$ cat src/usb_bulk_pkg.sv
package usb_bulk_pkg;

  // Token PIDs as reported by the packet decoder
  typedef enum logic [1:0] {
    TOK_OUT   = 2'b00,
    TOK_SOF   = 2'b01,
    TOK_IN    = 2'b10,
    TOK_SETUP = 2'b11
  } tok_type_t;

  // Handshake PIDs, to and from the host
  typedef enum logic [1:0] {
    HSK_ACK = 2'b00,
    HSK_NAK = 2'b10
  } hsk_type_t;

  // Data PIDs, only the two used by full-speed bulk
  typedef enum logic [1:0] {
    DATA0 = 2'b00,
    DATA1 = 2'b10
  } pid_data_t;

  // Error codes for tokens this device refuses to serve
  typedef enum logic [2:0] {
    ERR_NONE = 3'h0,
    ERR_TOKN = 3'h3,
    ERR_ENDP = 3'h5
  } err_code_t;

  // Token report from the decoder, valid while recv is high
  typedef struct packed {
    logic      recv;
    tok_type_t kind;
    logic [6:0] addr;
    logic [3:0] endp;
  } token_t;

  // One beat of a byte stream
  // Ready travels the other way on its own port
  typedef struct packed {
    logic       tvalid;
    logic       tlast;
    logic [7:0] tdata;
  } axis_byte_t;

  // Bulk transaction states, one-hot
  typedef enum logic [6:0] {
    ST_IDLE     = 7'h01,
    ST_DATI_TX  = 7'h02,
    ST_DATI_ZDP = 7'h04,
    ST_DATI_ACK = 7'h08,
    ST_DATO_RX  = 7'h10,
    ST_DATO_ACK = 7'h20,
    ST_DATO_NAK = 7'h40
  } xfer_state_t;

endpackage
$ cat src/usb_bulk_top.sv
module usb_bulk_top #(
  parameter logic [3:0] ENDPOINT = 4'd1
) (
  input  logic                     clock,
  input  logic                     reset,
  // Address assigned by the host
  input  logic [6:0]               usb_addr_i,
  // Decoder side
  input  usb_bulk_pkg::token_t     tok_i,
  input  logic                     hsk_recv_i,
  input  usb_bulk_pkg::hsk_type_t  hsk_type_i,
  input  usb_bulk_pkg::axis_byte_t rx_i,
  output logic                     usb_tready_o,
  // Encoder side
  output logic                     hsk_send_o,
  output usb_bulk_pkg::hsk_type_t  hsk_type_o,
  input  logic                     hsk_sent_i,
  output logic                     usb_send_o,
  output usb_bulk_pkg::pid_data_t  usb_type_o,
  input  logic                     usb_busy_i,
  input  logic                     usb_sent_i,
  output usb_bulk_pkg::axis_byte_t tx_o,
  input  logic                     usb_tready_i,
  // Bulk endpoint user side
  input  logic                     blk_in_ready_i,
  input  logic                     blk_out_ready_i,
  output logic                     blk_start_o,
  output logic                     blk_cycle_o,
  input  usb_bulk_pkg::axis_byte_t blk_src_i,
  output logic                     blk_tready_o,
  output usb_bulk_pkg::axis_byte_t blk_snk_o,
  input  logic                     blk_tready_i,
  // Refused tokens
  output logic                     err_valid_o,
  output usb_bulk_pkg::err_code_t  err_code_o
);

  // Filter to FSM
  logic tok_in;
  logic tok_out;

  // FSM to datapath
  logic in_tx_en;
  logic in_zdp_en;
  logic out_rx_en;
  logic ack_req;
  logic nak_req;
  usb_bulk_pkg::pid_data_t pid;

  // Datapath back to FSM
  logic tx_last;
  logic zdp_sent;
  logic rx_last;

  token_filter #(
    .ENDPOINT(ENDPOINT)
  ) i_token_filter (
    .clock      (clock),
    .reset      (reset),
    .usb_addr_i (usb_addr_i),
    .tok_i      (tok_i),
    .tok_in_o   (tok_in),
    .tok_out_o  (tok_out),
    .err_valid_o(err_valid_o),
    .err_code_o (err_code_o)
  );

  bulk_xfer_ctrl i_bulk_xfer_ctrl (
    .clock          (clock),
    .reset          (reset),
    .tok_in_i       (tok_in),
    .tok_out_i      (tok_out),
    .blk_in_ready_i (blk_in_ready_i),
    .blk_out_ready_i(blk_out_ready_i),
    .tx_last_i      (tx_last),
    .zdp_sent_i     (zdp_sent),
    .rx_last_i      (rx_last),
    .hsk_recv_i     (hsk_recv_i),
    .hsk_type_i     (hsk_type_i),
    .hsk_sent_i     (hsk_sent_i),
    .in_tx_en_o     (in_tx_en),
    .in_zdp_en_o    (in_zdp_en),
    .out_rx_en_o    (out_rx_en),
    .ack_req_o      (ack_req),
    .nak_req_o      (nak_req),
    .pid_o          (pid),
    .blk_start_o    (blk_start_o),
    .blk_cycle_o    (blk_cycle_o)
  );

  hsk_issuer i_hsk_issuer (
    .clock     (clock),
    .reset     (reset),
    .ack_req_i (ack_req),
    .nak_req_i (nak_req),
    .hsk_sent_i(hsk_sent_i),
    .hsk_send_o(hsk_send_o),
    .hsk_type_o(hsk_type_o)
  );

  bulk_in_path i_bulk_in_path (
    .clock       (clock),
    .reset       (reset),
    .in_tx_en_i  (in_tx_en),
    .in_zdp_en_i (in_zdp_en),
    .pid_i       (pid),
    .blk_src_i   (blk_src_i),
    .usb_tready_i(usb_tready_i),
    .usb_busy_i  (usb_busy_i),
    .usb_sent_i  (usb_sent_i),
    .blk_tready_o(blk_tready_o),
    .tx_o        (tx_o),
    .usb_send_o  (usb_send_o),
    .usb_type_o  (usb_type_o),
    .tx_last_o   (tx_last),
    .zdp_sent_o  (zdp_sent)
  );

  bulk_out_path i_bulk_out_path (
    .clock       (clock),
    .reset       (reset),
    .out_rx_en_i (out_rx_en),
    .rx_i        (rx_i),
    .blk_tready_i(blk_tready_i),
    .usb_tready_o(usb_tready_o),
    .blk_snk_o   (blk_snk_o),
    .rx_last_o   (rx_last)
  );

endmodule

$ cat src/bulk_out_path.sv
module bulk_out_path (
  input  logic                     clock,
  input  logic                     reset,
  input  logic                     out_rx_en_i,
  // Received bytes from the decoder
  input  usb_bulk_pkg::axis_byte_t rx_i,
  output logic                     usb_tready_o,
  // Bulk sink
  output usb_bulk_pkg::axis_byte_t blk_snk_o,
  input  logic                     blk_tready_i,
  output logic                     rx_last_o
);

  logic last_q;

  // Sink sees data only in the OUT data stage
  assign blk_snk_o.tvalid = out_rx_en_i && rx_i.tvalid;
  assign blk_snk_o.tlast  = rx_i.tlast;
  assign blk_snk_o.tdata  = rx_i.tdata;

  // Outside the data stage bytes are swallowed
  assign usb_tready_o = out_rx_en_i ? blk_tready_i : 1'b1;

  // Pulse after the sink takes the last byte
  always_ff @(posedge clock) begin
    if (reset) begin
      last_q <= 1'b0;
    end else begin
      last_q <= blk_snk_o.tvalid && blk_tready_i && rx_i.tlast;
    end
  end

  assign rx_last_o = last_q;

endmodule

$ cat src/bulk_in_path.sv
module bulk_in_path (
  input  logic                     clock,
  input  logic                     reset,
  // Data stage enables and current toggle
  input  logic                     in_tx_en_i,
  input  logic                     in_zdp_en_i,
  input  usb_bulk_pkg::pid_data_t  pid_i,
  // Bulk source
  input  usb_bulk_pkg::axis_byte_t blk_src_i,
  output logic                     blk_tready_o,
  // Packet encoder
  output usb_bulk_pkg::axis_byte_t tx_o,
  input  logic                     usb_tready_i,
  input  logic                     usb_busy_i,
  input  logic                     usb_sent_i,
  output logic                     usb_send_o,
  output usb_bulk_pkg::pid_data_t  usb_type_o,
  // Completion reports
  output logic                     tx_last_o,
  output logic                     zdp_sent_o
);

  // Skid register, output slot and spare slot
  logic       out_vld_q;
  logic       skid_vld_q;
  logic [8:0] out_pay_q;
  logic [8:0] skid_pay_q;
  logic       src_fire;
  logic       out_free;

  // Encoder request
  logic                    send_q;
  logic                    zero_q;
  logic                    issued_q;
  logic                    start_w;
  usb_bulk_pkg::pid_data_t type_q;

  // Accept only during the data stage and while the spare slot is empty
  assign blk_tready_o = in_tx_en_i && !skid_vld_q;
  assign src_fire     = blk_src_i.tvalid && blk_tready_o;
  // Output slot can take a new beat this cycle
  assign out_free     = !out_vld_q || usb_tready_i;

  always_ff @(posedge clock) begin
    if (reset) begin
      out_vld_q  <= 1'b0;
      skid_vld_q <= 1'b0;
    end else if (out_free) begin
      out_vld_q  <= skid_vld_q || src_fire;
      skid_vld_q <= 1'b0;
    end else if (src_fire) begin
      // Encoder stalled, park the beat
      skid_vld_q <= 1'b1;
    end
  end

  always_ff @(posedge clock) begin
    if (out_free) begin
      // Spare slot drains first to keep byte order
      if (skid_vld_q) begin
        out_pay_q <= skid_pay_q;
      end else if (src_fire) begin
        out_pay_q <= {blk_src_i.tlast, blk_src_i.tdata};
      end
    end else if (src_fire) begin
      skid_pay_q <= {blk_src_i.tlast, blk_src_i.tdata};
    end
  end

  assign tx_o.tvalid = out_vld_q;
  assign tx_o.tlast  = out_pay_q[8];
  assign tx_o.tdata  = out_pay_q[7:0];

  // Request once per data stage, on the first byte or for an empty packet
  assign start_w = !issued_q && (in_zdp_en_i || src_fire);

  always_ff @(posedge clock) begin
    if (reset) begin
      send_q   <= 1'b0;
      zero_q   <= 1'b0;
      issued_q <= 1'b0;
    end else begin
      // Re-arm once both data stages are over
      if (!in_tx_en_i && !in_zdp_en_i) begin
        issued_q <= 1'b0;
      end else if (start_w) begin
        issued_q <= 1'b1;
      end
      // Encoder has taken the request
      if (usb_busy_i || usb_sent_i) begin
        send_q <= 1'b0;
      end else if (start_w) begin
        send_q <= 1'b1;
      end
      if (start_w) begin
        zero_q <= in_zdp_en_i;
      end else if (usb_sent_i) begin
        zero_q <= 1'b0;
      end
    end
  end

  // PID captured with the request
  always_ff @(posedge clock) begin
    if (start_w) begin
      type_q <= pid_i;
    end
  end

  assign usb_send_o = send_q;
  assign usb_type_o = type_q;
  assign tx_last_o  = src_fire && blk_src_i.tlast;
  assign zdp_sent_o = zero_q && usb_sent_i;

endmodule

$ cat src/hsk_issuer.sv
module hsk_issuer (
  input  logic                    clock,
  input  logic                    reset,
  // One-cycle requests from the FSM
  input  logic                    ack_req_i,
  input  logic                    nak_req_i,
  // Encoder confirms the handshake went out
  input  logic                    hsk_sent_i,
  output logic                    hsk_send_o,
  output usb_bulk_pkg::hsk_type_t hsk_type_o
);

  logic                    send_q;
  logic                    req_any;
  usb_bulk_pkg::hsk_type_t type_q;

  // A new request only counts when nothing is pending
  assign req_any = !send_q && (ack_req_i || nak_req_i);

  // Send strobe stays up until the encoder reports it sent
  always_ff @(posedge clock) begin
    if (reset) begin
      send_q <= 1'b0;
    end else if (send_q) begin
      if (hsk_sent_i) begin
        send_q <= 1'b0;
      end
    end else if (req_any) begin
      send_q <= 1'b1;
    end
  end

  // Kind latched with the request, held while pending
  always_ff @(posedge clock) begin
    if (req_any) begin
      type_q <= nak_req_i ? usb_bulk_pkg::HSK_NAK : usb_bulk_pkg::HSK_ACK;
    end
  end

  assign hsk_send_o = send_q;
  assign hsk_type_o = type_q;

endmodule

$ cat src/bulk_xfer_ctrl.sv
module bulk_xfer_ctrl (
  input  logic                    clock,
  input  logic                    reset,
  // Token pulses from the filter
  input  logic                    tok_in_i,
  input  logic                    tok_out_i,
  // Endpoint readiness, sampled when the token arrives
  input  logic                    blk_in_ready_i,
  input  logic                    blk_out_ready_i,
  // Data stage completion from the datapath
  input  logic                    tx_last_i,
  input  logic                    zdp_sent_i,
  input  logic                    rx_last_i,
  // Handshake stage
  input  logic                    hsk_recv_i,
  input  usb_bulk_pkg::hsk_type_t hsk_type_i,
  input  logic                    hsk_sent_i,
  // Datapath controls
  output logic                    in_tx_en_o,
  output logic                    in_zdp_en_o,
  output logic                    out_rx_en_o,
  output logic                    ack_req_o,
  output logic                    nak_req_o,
  output usb_bulk_pkg::pid_data_t pid_o,
  // Transfer framing for the endpoint user
  output logic                    blk_start_o,
  output logic                    blk_cycle_o
);

  usb_bulk_pkg::xfer_state_t state_q;
  usb_bulk_pkg::pid_data_t   pid_q;
  logic                      start_q;
  logic                      tok_any;

  assign tok_any = tok_in_i || tok_out_i;

  // Datapath enables decoded from the state
  assign in_tx_en_o  = state_q == usb_bulk_pkg::ST_DATI_TX;
  assign in_zdp_en_o = state_q == usb_bulk_pkg::ST_DATI_ZDP;
  assign out_rx_en_o = state_q == usb_bulk_pkg::ST_DATO_RX;

  // ACK once the last OUT byte has reached the sink
  assign ack_req_o = state_q == usb_bulk_pkg::ST_DATO_RX && rx_last_i;
  // NAK straight from the token when the sink has no room
  assign nak_req_o = state_q == usb_bulk_pkg::ST_IDLE && tok_out_i && !blk_out_ready_i;

  assign pid_o       = pid_q;
  assign blk_start_o = start_q;
  assign blk_cycle_o = state_q != usb_bulk_pkg::ST_IDLE;

  // Transaction FSM
  always_ff @(posedge clock) begin
    if (reset) begin
      state_q <= usb_bulk_pkg::ST_IDLE;
    end else begin
      case (state_q)
        usb_bulk_pkg::ST_IDLE: begin
          // Pick the data stage from the token and endpoint readiness
          if (tok_in_i) begin
            state_q <= blk_in_ready_i ? usb_bulk_pkg::ST_DATI_TX : usb_bulk_pkg::ST_DATI_ZDP;
          end else if (tok_out_i) begin
            state_q <= blk_out_ready_i ? usb_bulk_pkg::ST_DATO_RX : usb_bulk_pkg::ST_DATO_NAK;
          end
        end
        usb_bulk_pkg::ST_DATI_TX: begin
          // Source has handed over its last byte
          if (tx_last_i) begin
            state_q <= usb_bulk_pkg::ST_DATI_ACK;
          end
        end
        usb_bulk_pkg::ST_DATI_ZDP: begin
          // Empty packet is out on the bus
          if (zdp_sent_i) begin
            state_q <= usb_bulk_pkg::ST_DATI_ACK;
          end
        end
        usb_bulk_pkg::ST_DATI_ACK: begin
          // Any host handshake ends the IN transaction
          if (hsk_recv_i) begin
            state_q <= usb_bulk_pkg::ST_IDLE;
          end
        end
        usb_bulk_pkg::ST_DATO_RX: begin
          if (rx_last_i) begin
            state_q <= usb_bulk_pkg::ST_DATO_ACK;
          end
        end
        usb_bulk_pkg::ST_DATO_ACK, usb_bulk_pkg::ST_DATO_NAK: begin
          // Wait for the encoder to put our handshake out
          if (hsk_sent_i) begin
            state_q <= usb_bulk_pkg::ST_IDLE;
          end
        end
        default: begin
          state_q <= usb_bulk_pkg::ST_IDLE;
        end
      endcase
    end
  end

  // Start strobe lines up with the first cycle out of IDLE
  always_ff @(posedge clock) begin
    if (reset) begin
      start_q <= 1'b0;
    end else begin
      start_q <= state_q == usb_bulk_pkg::ST_IDLE && tok_any;
    end
  end

  // Data toggle, advanced only by acknowledged packets
  always_ff @(posedge clock) begin
    if (reset) begin
      pid_q <= usb_bulk_pkg::DATA0;
    end else if (state_q == usb_bulk_pkg::ST_DATI_ACK && hsk_recv_i &&
                 hsk_type_i == usb_bulk_pkg::HSK_ACK) begin
      pid_q <= pid_q == usb_bulk_pkg::DATA0 ? usb_bulk_pkg::DATA1 : usb_bulk_pkg::DATA0;
    end else if (state_q == usb_bulk_pkg::ST_DATO_ACK && hsk_sent_i) begin
      // Our own ACK on OUT data counts once it has been sent
      pid_q <= pid_q == usb_bulk_pkg::DATA0 ? usb_bulk_pkg::DATA1 : usb_bulk_pkg::DATA0;
    end
  end

endmodule

$ cat src/token_filter.sv
module token_filter #(
  parameter logic [3:0] ENDPOINT = 4'd1
) (
  input  logic                    clock,
  input  logic                    reset,
  input  logic [6:0]              usb_addr_i,
  input  usb_bulk_pkg::token_t    tok_i,
  output logic                    tok_in_o,
  output logic                    tok_out_o,
  output logic                    err_valid_o,
  output usb_bulk_pkg::err_code_t err_code_o
);

  logic addr_hit;
  logic endp_hit;
  logic is_bulk;
  logic tok_in_q;
  logic tok_out_q;
  logic err_valid_q;
  usb_bulk_pkg::err_code_t err_code_q;

  // Only tokens for our address get any reaction
  assign addr_hit = tok_i.recv && tok_i.addr == usb_addr_i;
  assign endp_hit = tok_i.endp == ENDPOINT;
  // SOF and SETUP are not served by a bulk endpoint
  assign is_bulk = tok_i.kind == usb_bulk_pkg::TOK_IN || tok_i.kind == usb_bulk_pkg::TOK_OUT;

  always_ff @(posedge clock) begin
    if (reset) begin
      tok_in_q    <= 1'b0;
      tok_out_q   <= 1'b0;
      err_valid_q <= 1'b0;
      err_code_q  <= usb_bulk_pkg::ERR_NONE;
    end else begin
      tok_in_q  <= addr_hit && endp_hit && tok_i.kind == usb_bulk_pkg::TOK_IN;
      tok_out_q <= addr_hit && endp_hit && tok_i.kind == usb_bulk_pkg::TOK_OUT;
      // One-cycle error strobe for anything else sent to us
      err_valid_q <= addr_hit && !(is_bulk && endp_hit);
      if (addr_hit && !is_bulk) begin
        err_code_q <= usb_bulk_pkg::ERR_TOKN;
      end else if (addr_hit && !endp_hit) begin
        err_code_q <= usb_bulk_pkg::ERR_ENDP;
      end else begin
        err_code_q <= usb_bulk_pkg::ERR_NONE;
      end
    end
  end

  assign tok_in_o    = tok_in_q;
  assign tok_out_o   = tok_out_q;
  assign err_valid_o = err_valid_q;
  assign err_code_o  = err_code_q;

endmodule

$ cat config.mk
export PLATFORM = sky130hd
export DESIGN_NAME = usb_bulk_top
export DESIGN_NICKNAME = d
export VERILOG_FILES = /design/src/usb_bulk_pkg.sv /design/src/usb_bulk_top.sv /design/src/bulk_out_path.sv /design/src/bulk_in_path.sv /design/src/hsk_issuer.sv /design/src/bulk_xfer_ctrl.sv /design/src/token_filter.sv
export SDC_FILE = /design/constraint.sdc
export NUM_CORES = 1
export LEC_CHECK = 0
export BUFFER_PORTS_ARGS = -buffer_cell sky130_fd_sc_hd__buf_2
export CORE_MARGIN = 2
export CORE_UTILIZATION = 35
export CTS_CLUSTER_DIAMETER = 40
export DETAILED_ROUTE_END_ITERATION = 7
export GPL_ROUTABILITY_DRIVEN = 0
export GPL_TIMING_DRIVEN = 0
export HOLD_SLACK_MARGIN = 0.02
export MAX_ROUTING_LAYER = met4
export SLEW_MARGIN = 5
export SYNTH_ARGS = -nofsm -noshare
export SYNTH_HDL_FRONTEND = slang
export SYNTH_SLANG_ARGS = --single-unit
export TNS_END_PERCENT = 1
$ cat constraint.sdc
create_clock -name clock -period 5.9 [get_ports clock]
set_input_delay 0.59 -clock clock [delete_from_list [all_inputs] [get_ports clock]]
set_output_delay 0.59 -clock clock [all_outputs]
set_load 0.02 [all_outputs]
Word-level counts from Yosys, hierarchy flattened
Cells that the tools add are included.
Widths: inputs -> output; s select.
- divide/modulo/power cells: 0
- bitwise logic cells: 1
- mux-type cells: 24
- reductions and logical operators: 56
- multiply operators: 0
- add/subtract/negate cells: 0
- magnitude comparators: 0
- shift-type cells: 0
- equal/unequal tests: 17
- operator list (operator ; number):
    $mux 7 ; 8
    $pmux 7 s6 ; 1
    $logic_and 1x1->1 ; 25
    $mux 9 ; 2
    $logic_not 1->1 ; 10
    $mux 2 ; 5
    $ne 2x2->1 const B ; 5
    $reduce_or 2->1 ; 5
    $eq 7x1->1 const B ; 1
    $eq 7x2->1 const B ; 1
    $eq 7x3->1 const B ; 1
    $eq 7x4->1 const B ; 1
    $eq 7x5->1 const B ; 1
    $eq 7x6->1 const B ; 1
    $eq 7x7->1 ; 1
    $eq 7x7->1 const B ; 1
    $logic_or 1x1->1 ; 7
    $ne 7x1->1 const B ; 1
    $logic_not 2->1 ; 3
    $mux 1 ; 6
    $mux 3 ; 2
    $reduce_and 6->1 ; 1
    $reduce_bool 2->1 ; 3
    $eq 4x1->1 const B ; 1
    other kinds (4) ; 5
- memories kept: 0
- bits in registers: 45
- logic and storage cells: 117
- bits in read-only memories: 0
- bits in writable memories: 0
- latch bits: 0
- output and inout port bits: 34

Logic depth before layout (Yosys ltp)
- depth in word-level cells: 7
- gate-level depth with buffers: 6

By module
A second synthesis with hierarchy kept.
- cells, all modules: 196
- area total of the unflattened synthesis: 2105.8 um^2
- by module, submodules not included (module ; cells each ; sequential area each (um^2) ; instances ; area an instance (um^2)):
    bulk_in_path ; 60 ; 700.7 ; 1 ; 948.4
    bulk_xfer_ctrl ; 88 ; 180.2 ; 1 ; 671.9
    token_filter ; 26 ; 120.1 ; 1 ; 282.8
    bulk_out_path ; 14 ; 20.0 ; 1 ; 111.4
    hsk_issuer ; 8 ; 50.0 ; 1 ; 91.3

Least setup slack after synthesis
No wires, ideal clock.
- path kind: register -> register
- start: register i_bulk_xfer_ctrl.state_q[2]
- end: register i_bulk_in_path.skid_pay_q[0], enable pin
- path buffers: 1
- path slack: 3.738 ns
- data required time: 5.526 ns
- cell stages (with the launch flop): 5
- clock period less this slack: 2.162 ns
- arrival time: 1.788 ns
- cell sequence: dfxtp_1 -> buf_6 -> or4b_1 -> or3b_4 -> nor2_1
- cells in the longest elaborated chain, start to end: 4
- RTL lines (what ; RTL line ; text):
    start, declared ; bulk_xfer_ctrl.sv:30 ; usb_bulk_pkg::xfer_state_t state_q;
    start signal, assigned ; bulk_xfer_ctrl.sv:54 ; state_q <= usb_bulk_pkg::ST_IDLE;
    start signal, assigned ; bulk_xfer_ctrl.sv:60 ; state_q <= blk_in_ready_i ? usb_bulk_pkg::ST_DATI_TX : usb_bulk_pkg::ST_DATI_ZDP;
    start signal, assigned ; bulk_xfer_ctrl.sv:62 ; state_q <= blk_out_ready_i ? usb_bulk_pkg::ST_DATO_RX : usb_bulk_pkg::ST_DATO_NAK;
    $eq 7x2->1 ; bulk_xfer_ctrl.sv:38 ; assign in_tx_en_o = state_q == usb_bulk_pkg::ST_DATI_TX;
    $logic_and 1x1->1 ; bulk_in_path.sv:39 ; assign blk_tready_o = in_tx_en_i && !skid_vld_q;
    $logic_and 1x1->1 ; bulk_in_path.sv:40 ; assign src_fire = blk_src_i.tvalid && blk_tready_o;
    $reduce_and 2->1 (no source line) ; - ;
    end signal, assigned ; bulk_in_path.sv:66 ; skid_pay_q <= {blk_src_i.tlast, blk_src_i.tdata};
    end, declared ; bulk_in_path.sv:27 ; logic [8:0] skid_pay_q;
Every way passes these cells.
A chain may end at the register's enable or synchronous reset.

==> impl_metrics.toml <==
[worst_setup_path]
crit_path_start_kind = "flip-flop"
reg2regPathDepth = 4
critPathBufInv = 2
critical-path-max-stage-delay_ns = 0.50
cp_top_family = "simple AND/OR/NAND/NOR gates"
slowest_stage = "nor4_1"
cp-end-kind = "primary output"
r2r-end = "i_bulk_in_path.skid_pay_q[5]"
startpoint = "i_bulk_xfer_ctrl.state_q[1]"
required_ns = 5.31
crit_arrival_ns = 1.93
worstPathCellList = "buf_6 -> nor4_1 -> and3_1 -> and2_1 -> buf_2"
r2r_slack_ns = 3.49
timing.rr.start = "i_bulk_xfer_ctrl.state_q[4]"
crit_path_end = "blk_snk_o[9]"
critical_path_peak_fanout = 10
cp_num_cells = 5
crit_type = "flip-flop to primary output"

[placed_design]
io_buffers = 76
hpwl_mm = 3.32

[route]
ant_nets = 0
initialDrtViolationCount = 95
drc_errors = 0
via_count = 1603
drt_first_pass_iters = 4
finalWirelength_mm = 4.29
wire_per_inst_um = 12.6
via_per_inst = 4.71

[clock_tree]
cts_root_buf = "clkbuf_8"
cts_hold_buf = 0
clk_path_buf_depth = 2
cts_setup_buffers = 0
clkSinkCount = 42
cts.htree.levels = 2
cts_made_buffers = 5
cts.clk_slew.worst_paths_ns = 0.09
clock_latency_ns = 0.30
cts_tree = "built"
cts_resized = 0

[global_route]
grt_pass1_wl_mm = 6.77
antenna_found_initial = 0
grt_pass1_vias = 1519
grt_usage_pct = 14.3
grt.overflow.total = 0
grt_max_degree = 16

[synth]
synth_edf_count = 20
synthTopCellsByArea = "edfxtp_1 (30%), dfxtp_1 (22%), mux2_2 (5.0%)"
async_flop_share_pct = 0
synth_area_sq_um = 2020
synth_cell_types = 53
synth_top_area_share_pct = 29.7
synth_ff_type = "dfxtp_1"
yosysWarnings = 0
syn_inst = 183
synth-seq-area-share_pct = 51.5
postSynthAreaPerCell_sq_um = 11.1
yosysTopAreaCell = "edfxtp_1"
ys_ff_latch = 42

[cells_and_area]
diodes = 0
fillers = 569
syn2layout_area_growth_pct = 28.1
nets = 320
drive_gt1_share_pct = 44.4

[outcome]
status = "complete, no violations"

[pwr]
leakage_nw = 1.08
ir_drop_mv = 0.0861
finalPower_uw = 651
powerDensity_nw_per_um2 = 251

[sta]
fin_skew_ns = 0.00561
tns_ns = 0
timing.final.crit_share_pct = 42.7
drv_slew = 0
slew_headroom_pct = 41.0
rsz0062_at_grt = "false"
worst_pin_slew_ns = 0.885
hold_violations = 0
fmax_ghz = 0.396
post-route-min-period_ns = 2.52
finalSetupViolCount = 0

[run]
drv_cap = 0

[floorplan]
die_area_sq_um = 6400
rows = 27
initial_core_util_pct = 36.5
pin_count = 87
die_w_um = 80.0
core_area_sq_um = 5540
die_y_um = 80.0

[worst_hold_path]
hp-class = "input port to flip-flop"
-- final cells by class --
class,instances,area [sq um],area share (%)
inverter,6,22.5,0.869
sequential,42,1040,40.2
clock inverter,3,25.0,0.966
multi-input combinational,117,813,31.4
clock buffer,5,68.8,2.66
buffer,19,150,5.79
tap,72,90.1,3.48
timing repair buffer,76,380,14.7
-- routing by layer --
| metal | routed length (um) | global-route usage [%] | vias to the layer above | share of wire (%) |
|---|---|---|---|---|
| met5 | 0 | - | - | 0 |
| met4 | 74 | 5.59 | 0 | 1.7 |
| met3 | 307 | 3.73 | 5 | 7.2 |
| met2 | 1960 | 22.8 | 70 | 46 |
| met1 | 1950 | 17.4 | 701 | 45 |
| li1 | - | - | 827 | - |
-- power by group --
part	leakage [nW]	internal [mW]	switching, mW	total [mW]
registers	0.356	0.310	0.00882	0.319
logic	0.684	0.0628	0.0773	0.140
clock network	0.0447	0.0854	0.107	0.193
total	1.08	0.458	0.194	0.651
-- synth_stat cells (2+ instances only) --
cell        n
nor3_1      9
inv_1       5
nor2b_1     2
o21ai_0     5
a21oi_1    10
a21oi_2     2
dfxtp_1    22
or4_1       4
nor2_1     13
buf_6       3
nand2_1     6
xnor2_1     3
nor4_1      2
xor2_1      6
mux2_2      9
nand2b_1    4
nor3b_1     4
o31ai_1     3
nand4_1     2
buf_4      12
a2bb2oi_1   2
or4b_4      2
o41ai_1     2
edfxtp_1   20
a211oi_1    2
o211ai_1    2
-- how the worst min path moves through the flow --
stage	from	to	slack, ns	cells after the start
final	tok_i[12]	i_token_filter.tok_out_o	0.46	2
after global routing	tok_i[11]	i_token_filter.err_code_o[2]	0.46	2
after CTS	tok_i[12]	i_token_filter.tok_out_o	0.45	2
after detailed placement	i_bulk_in_path.usb_send_o	i_bulk_in_path.usb_send_o	0.45	1
after global placement	i_bulk_xfer_ctrl.pid_o[1]	i_bulk_in_path.usb_type_o[1]	0.44	0
after floorplan	i_bulk_xfer_ctrl.pid_o[1]	i_bulk_in_path.usb_type_o[1]	0.42	0
-- per-stage QoR --
step	std cells	area, sq um	hold WS (ns)	utilization [%]	setup slack [ns]
CTS	340	2590	0.454	46.8	3.40
floorplan	184	2030	0.423	-	3.74
global route	340	2590	0.458	46.8	3.18
detailed placement	332	2500	0.453	45.1	3.49
finish	340	2590	0.461	46.8	3.38
global placement	332	2500	0.439	45.1	3.45
-- kinds of logic after synthesis --
kind of cell | count (synthesis) | share of synthesized area, %
simple gates | 62 | 19.2
compound gates | 33 | 10.6
xor+xnor | 9 | 3.90
buf+inv | 25 | 8.53
other cells | 1 | 0.185
flops | 42 | 51.5
mux | 11 | 6.06
-- cell usage in the layout, fill, tap and decap left out, drive strengths merged, types with 6 or more instances in the layout --
master / synthesis / final
nor2: 14 / 14
mux2: 10 / 10
xor2: 6 / 6
edfxtp: 20 / 20
dfxtp: 22 / 22
clkbuf: 2 / 7
o21ai: 6 / 6
a21oi: 12 / 12
nor3: 9 / 9
buf: 17 / 93
nand2: 6 / 6
inv: 6 / 7
-- registers in the layout (all words and copies together), names as in the netlist --
signal                        count
i_bulk_in_path.issued_q           1
i_bulk_in_path.out_pay_q          9
i_bulk_in_path.out_vld_q          1
i_bulk_in_path.skid_pay_q         9
i_bulk_in_path.skid_vld_q         1
i_bulk_in_path.usb_send_o         1
i_bulk_in_path.usb_type_o         1
i_bulk_in_path.zero_q             1
i_bulk_out_path.rx_last_o         1
i_bulk_xfer_ctrl.blk_start_o      1
i_bulk_xfer_ctrl.pid_o            1
i_bulk_xfer_ctrl.state_q          7
i_hsk_issuer.hsk_send_o           1
i_hsk_issuer.hsk_type_o           1
i_token_filter.err_code_o         3
i_token_filter.err_valid_o        1
i_token_filter.tok_in_o           1
i_token_filter.tok_out_o          1
Power figures use the tool's default switching activity.
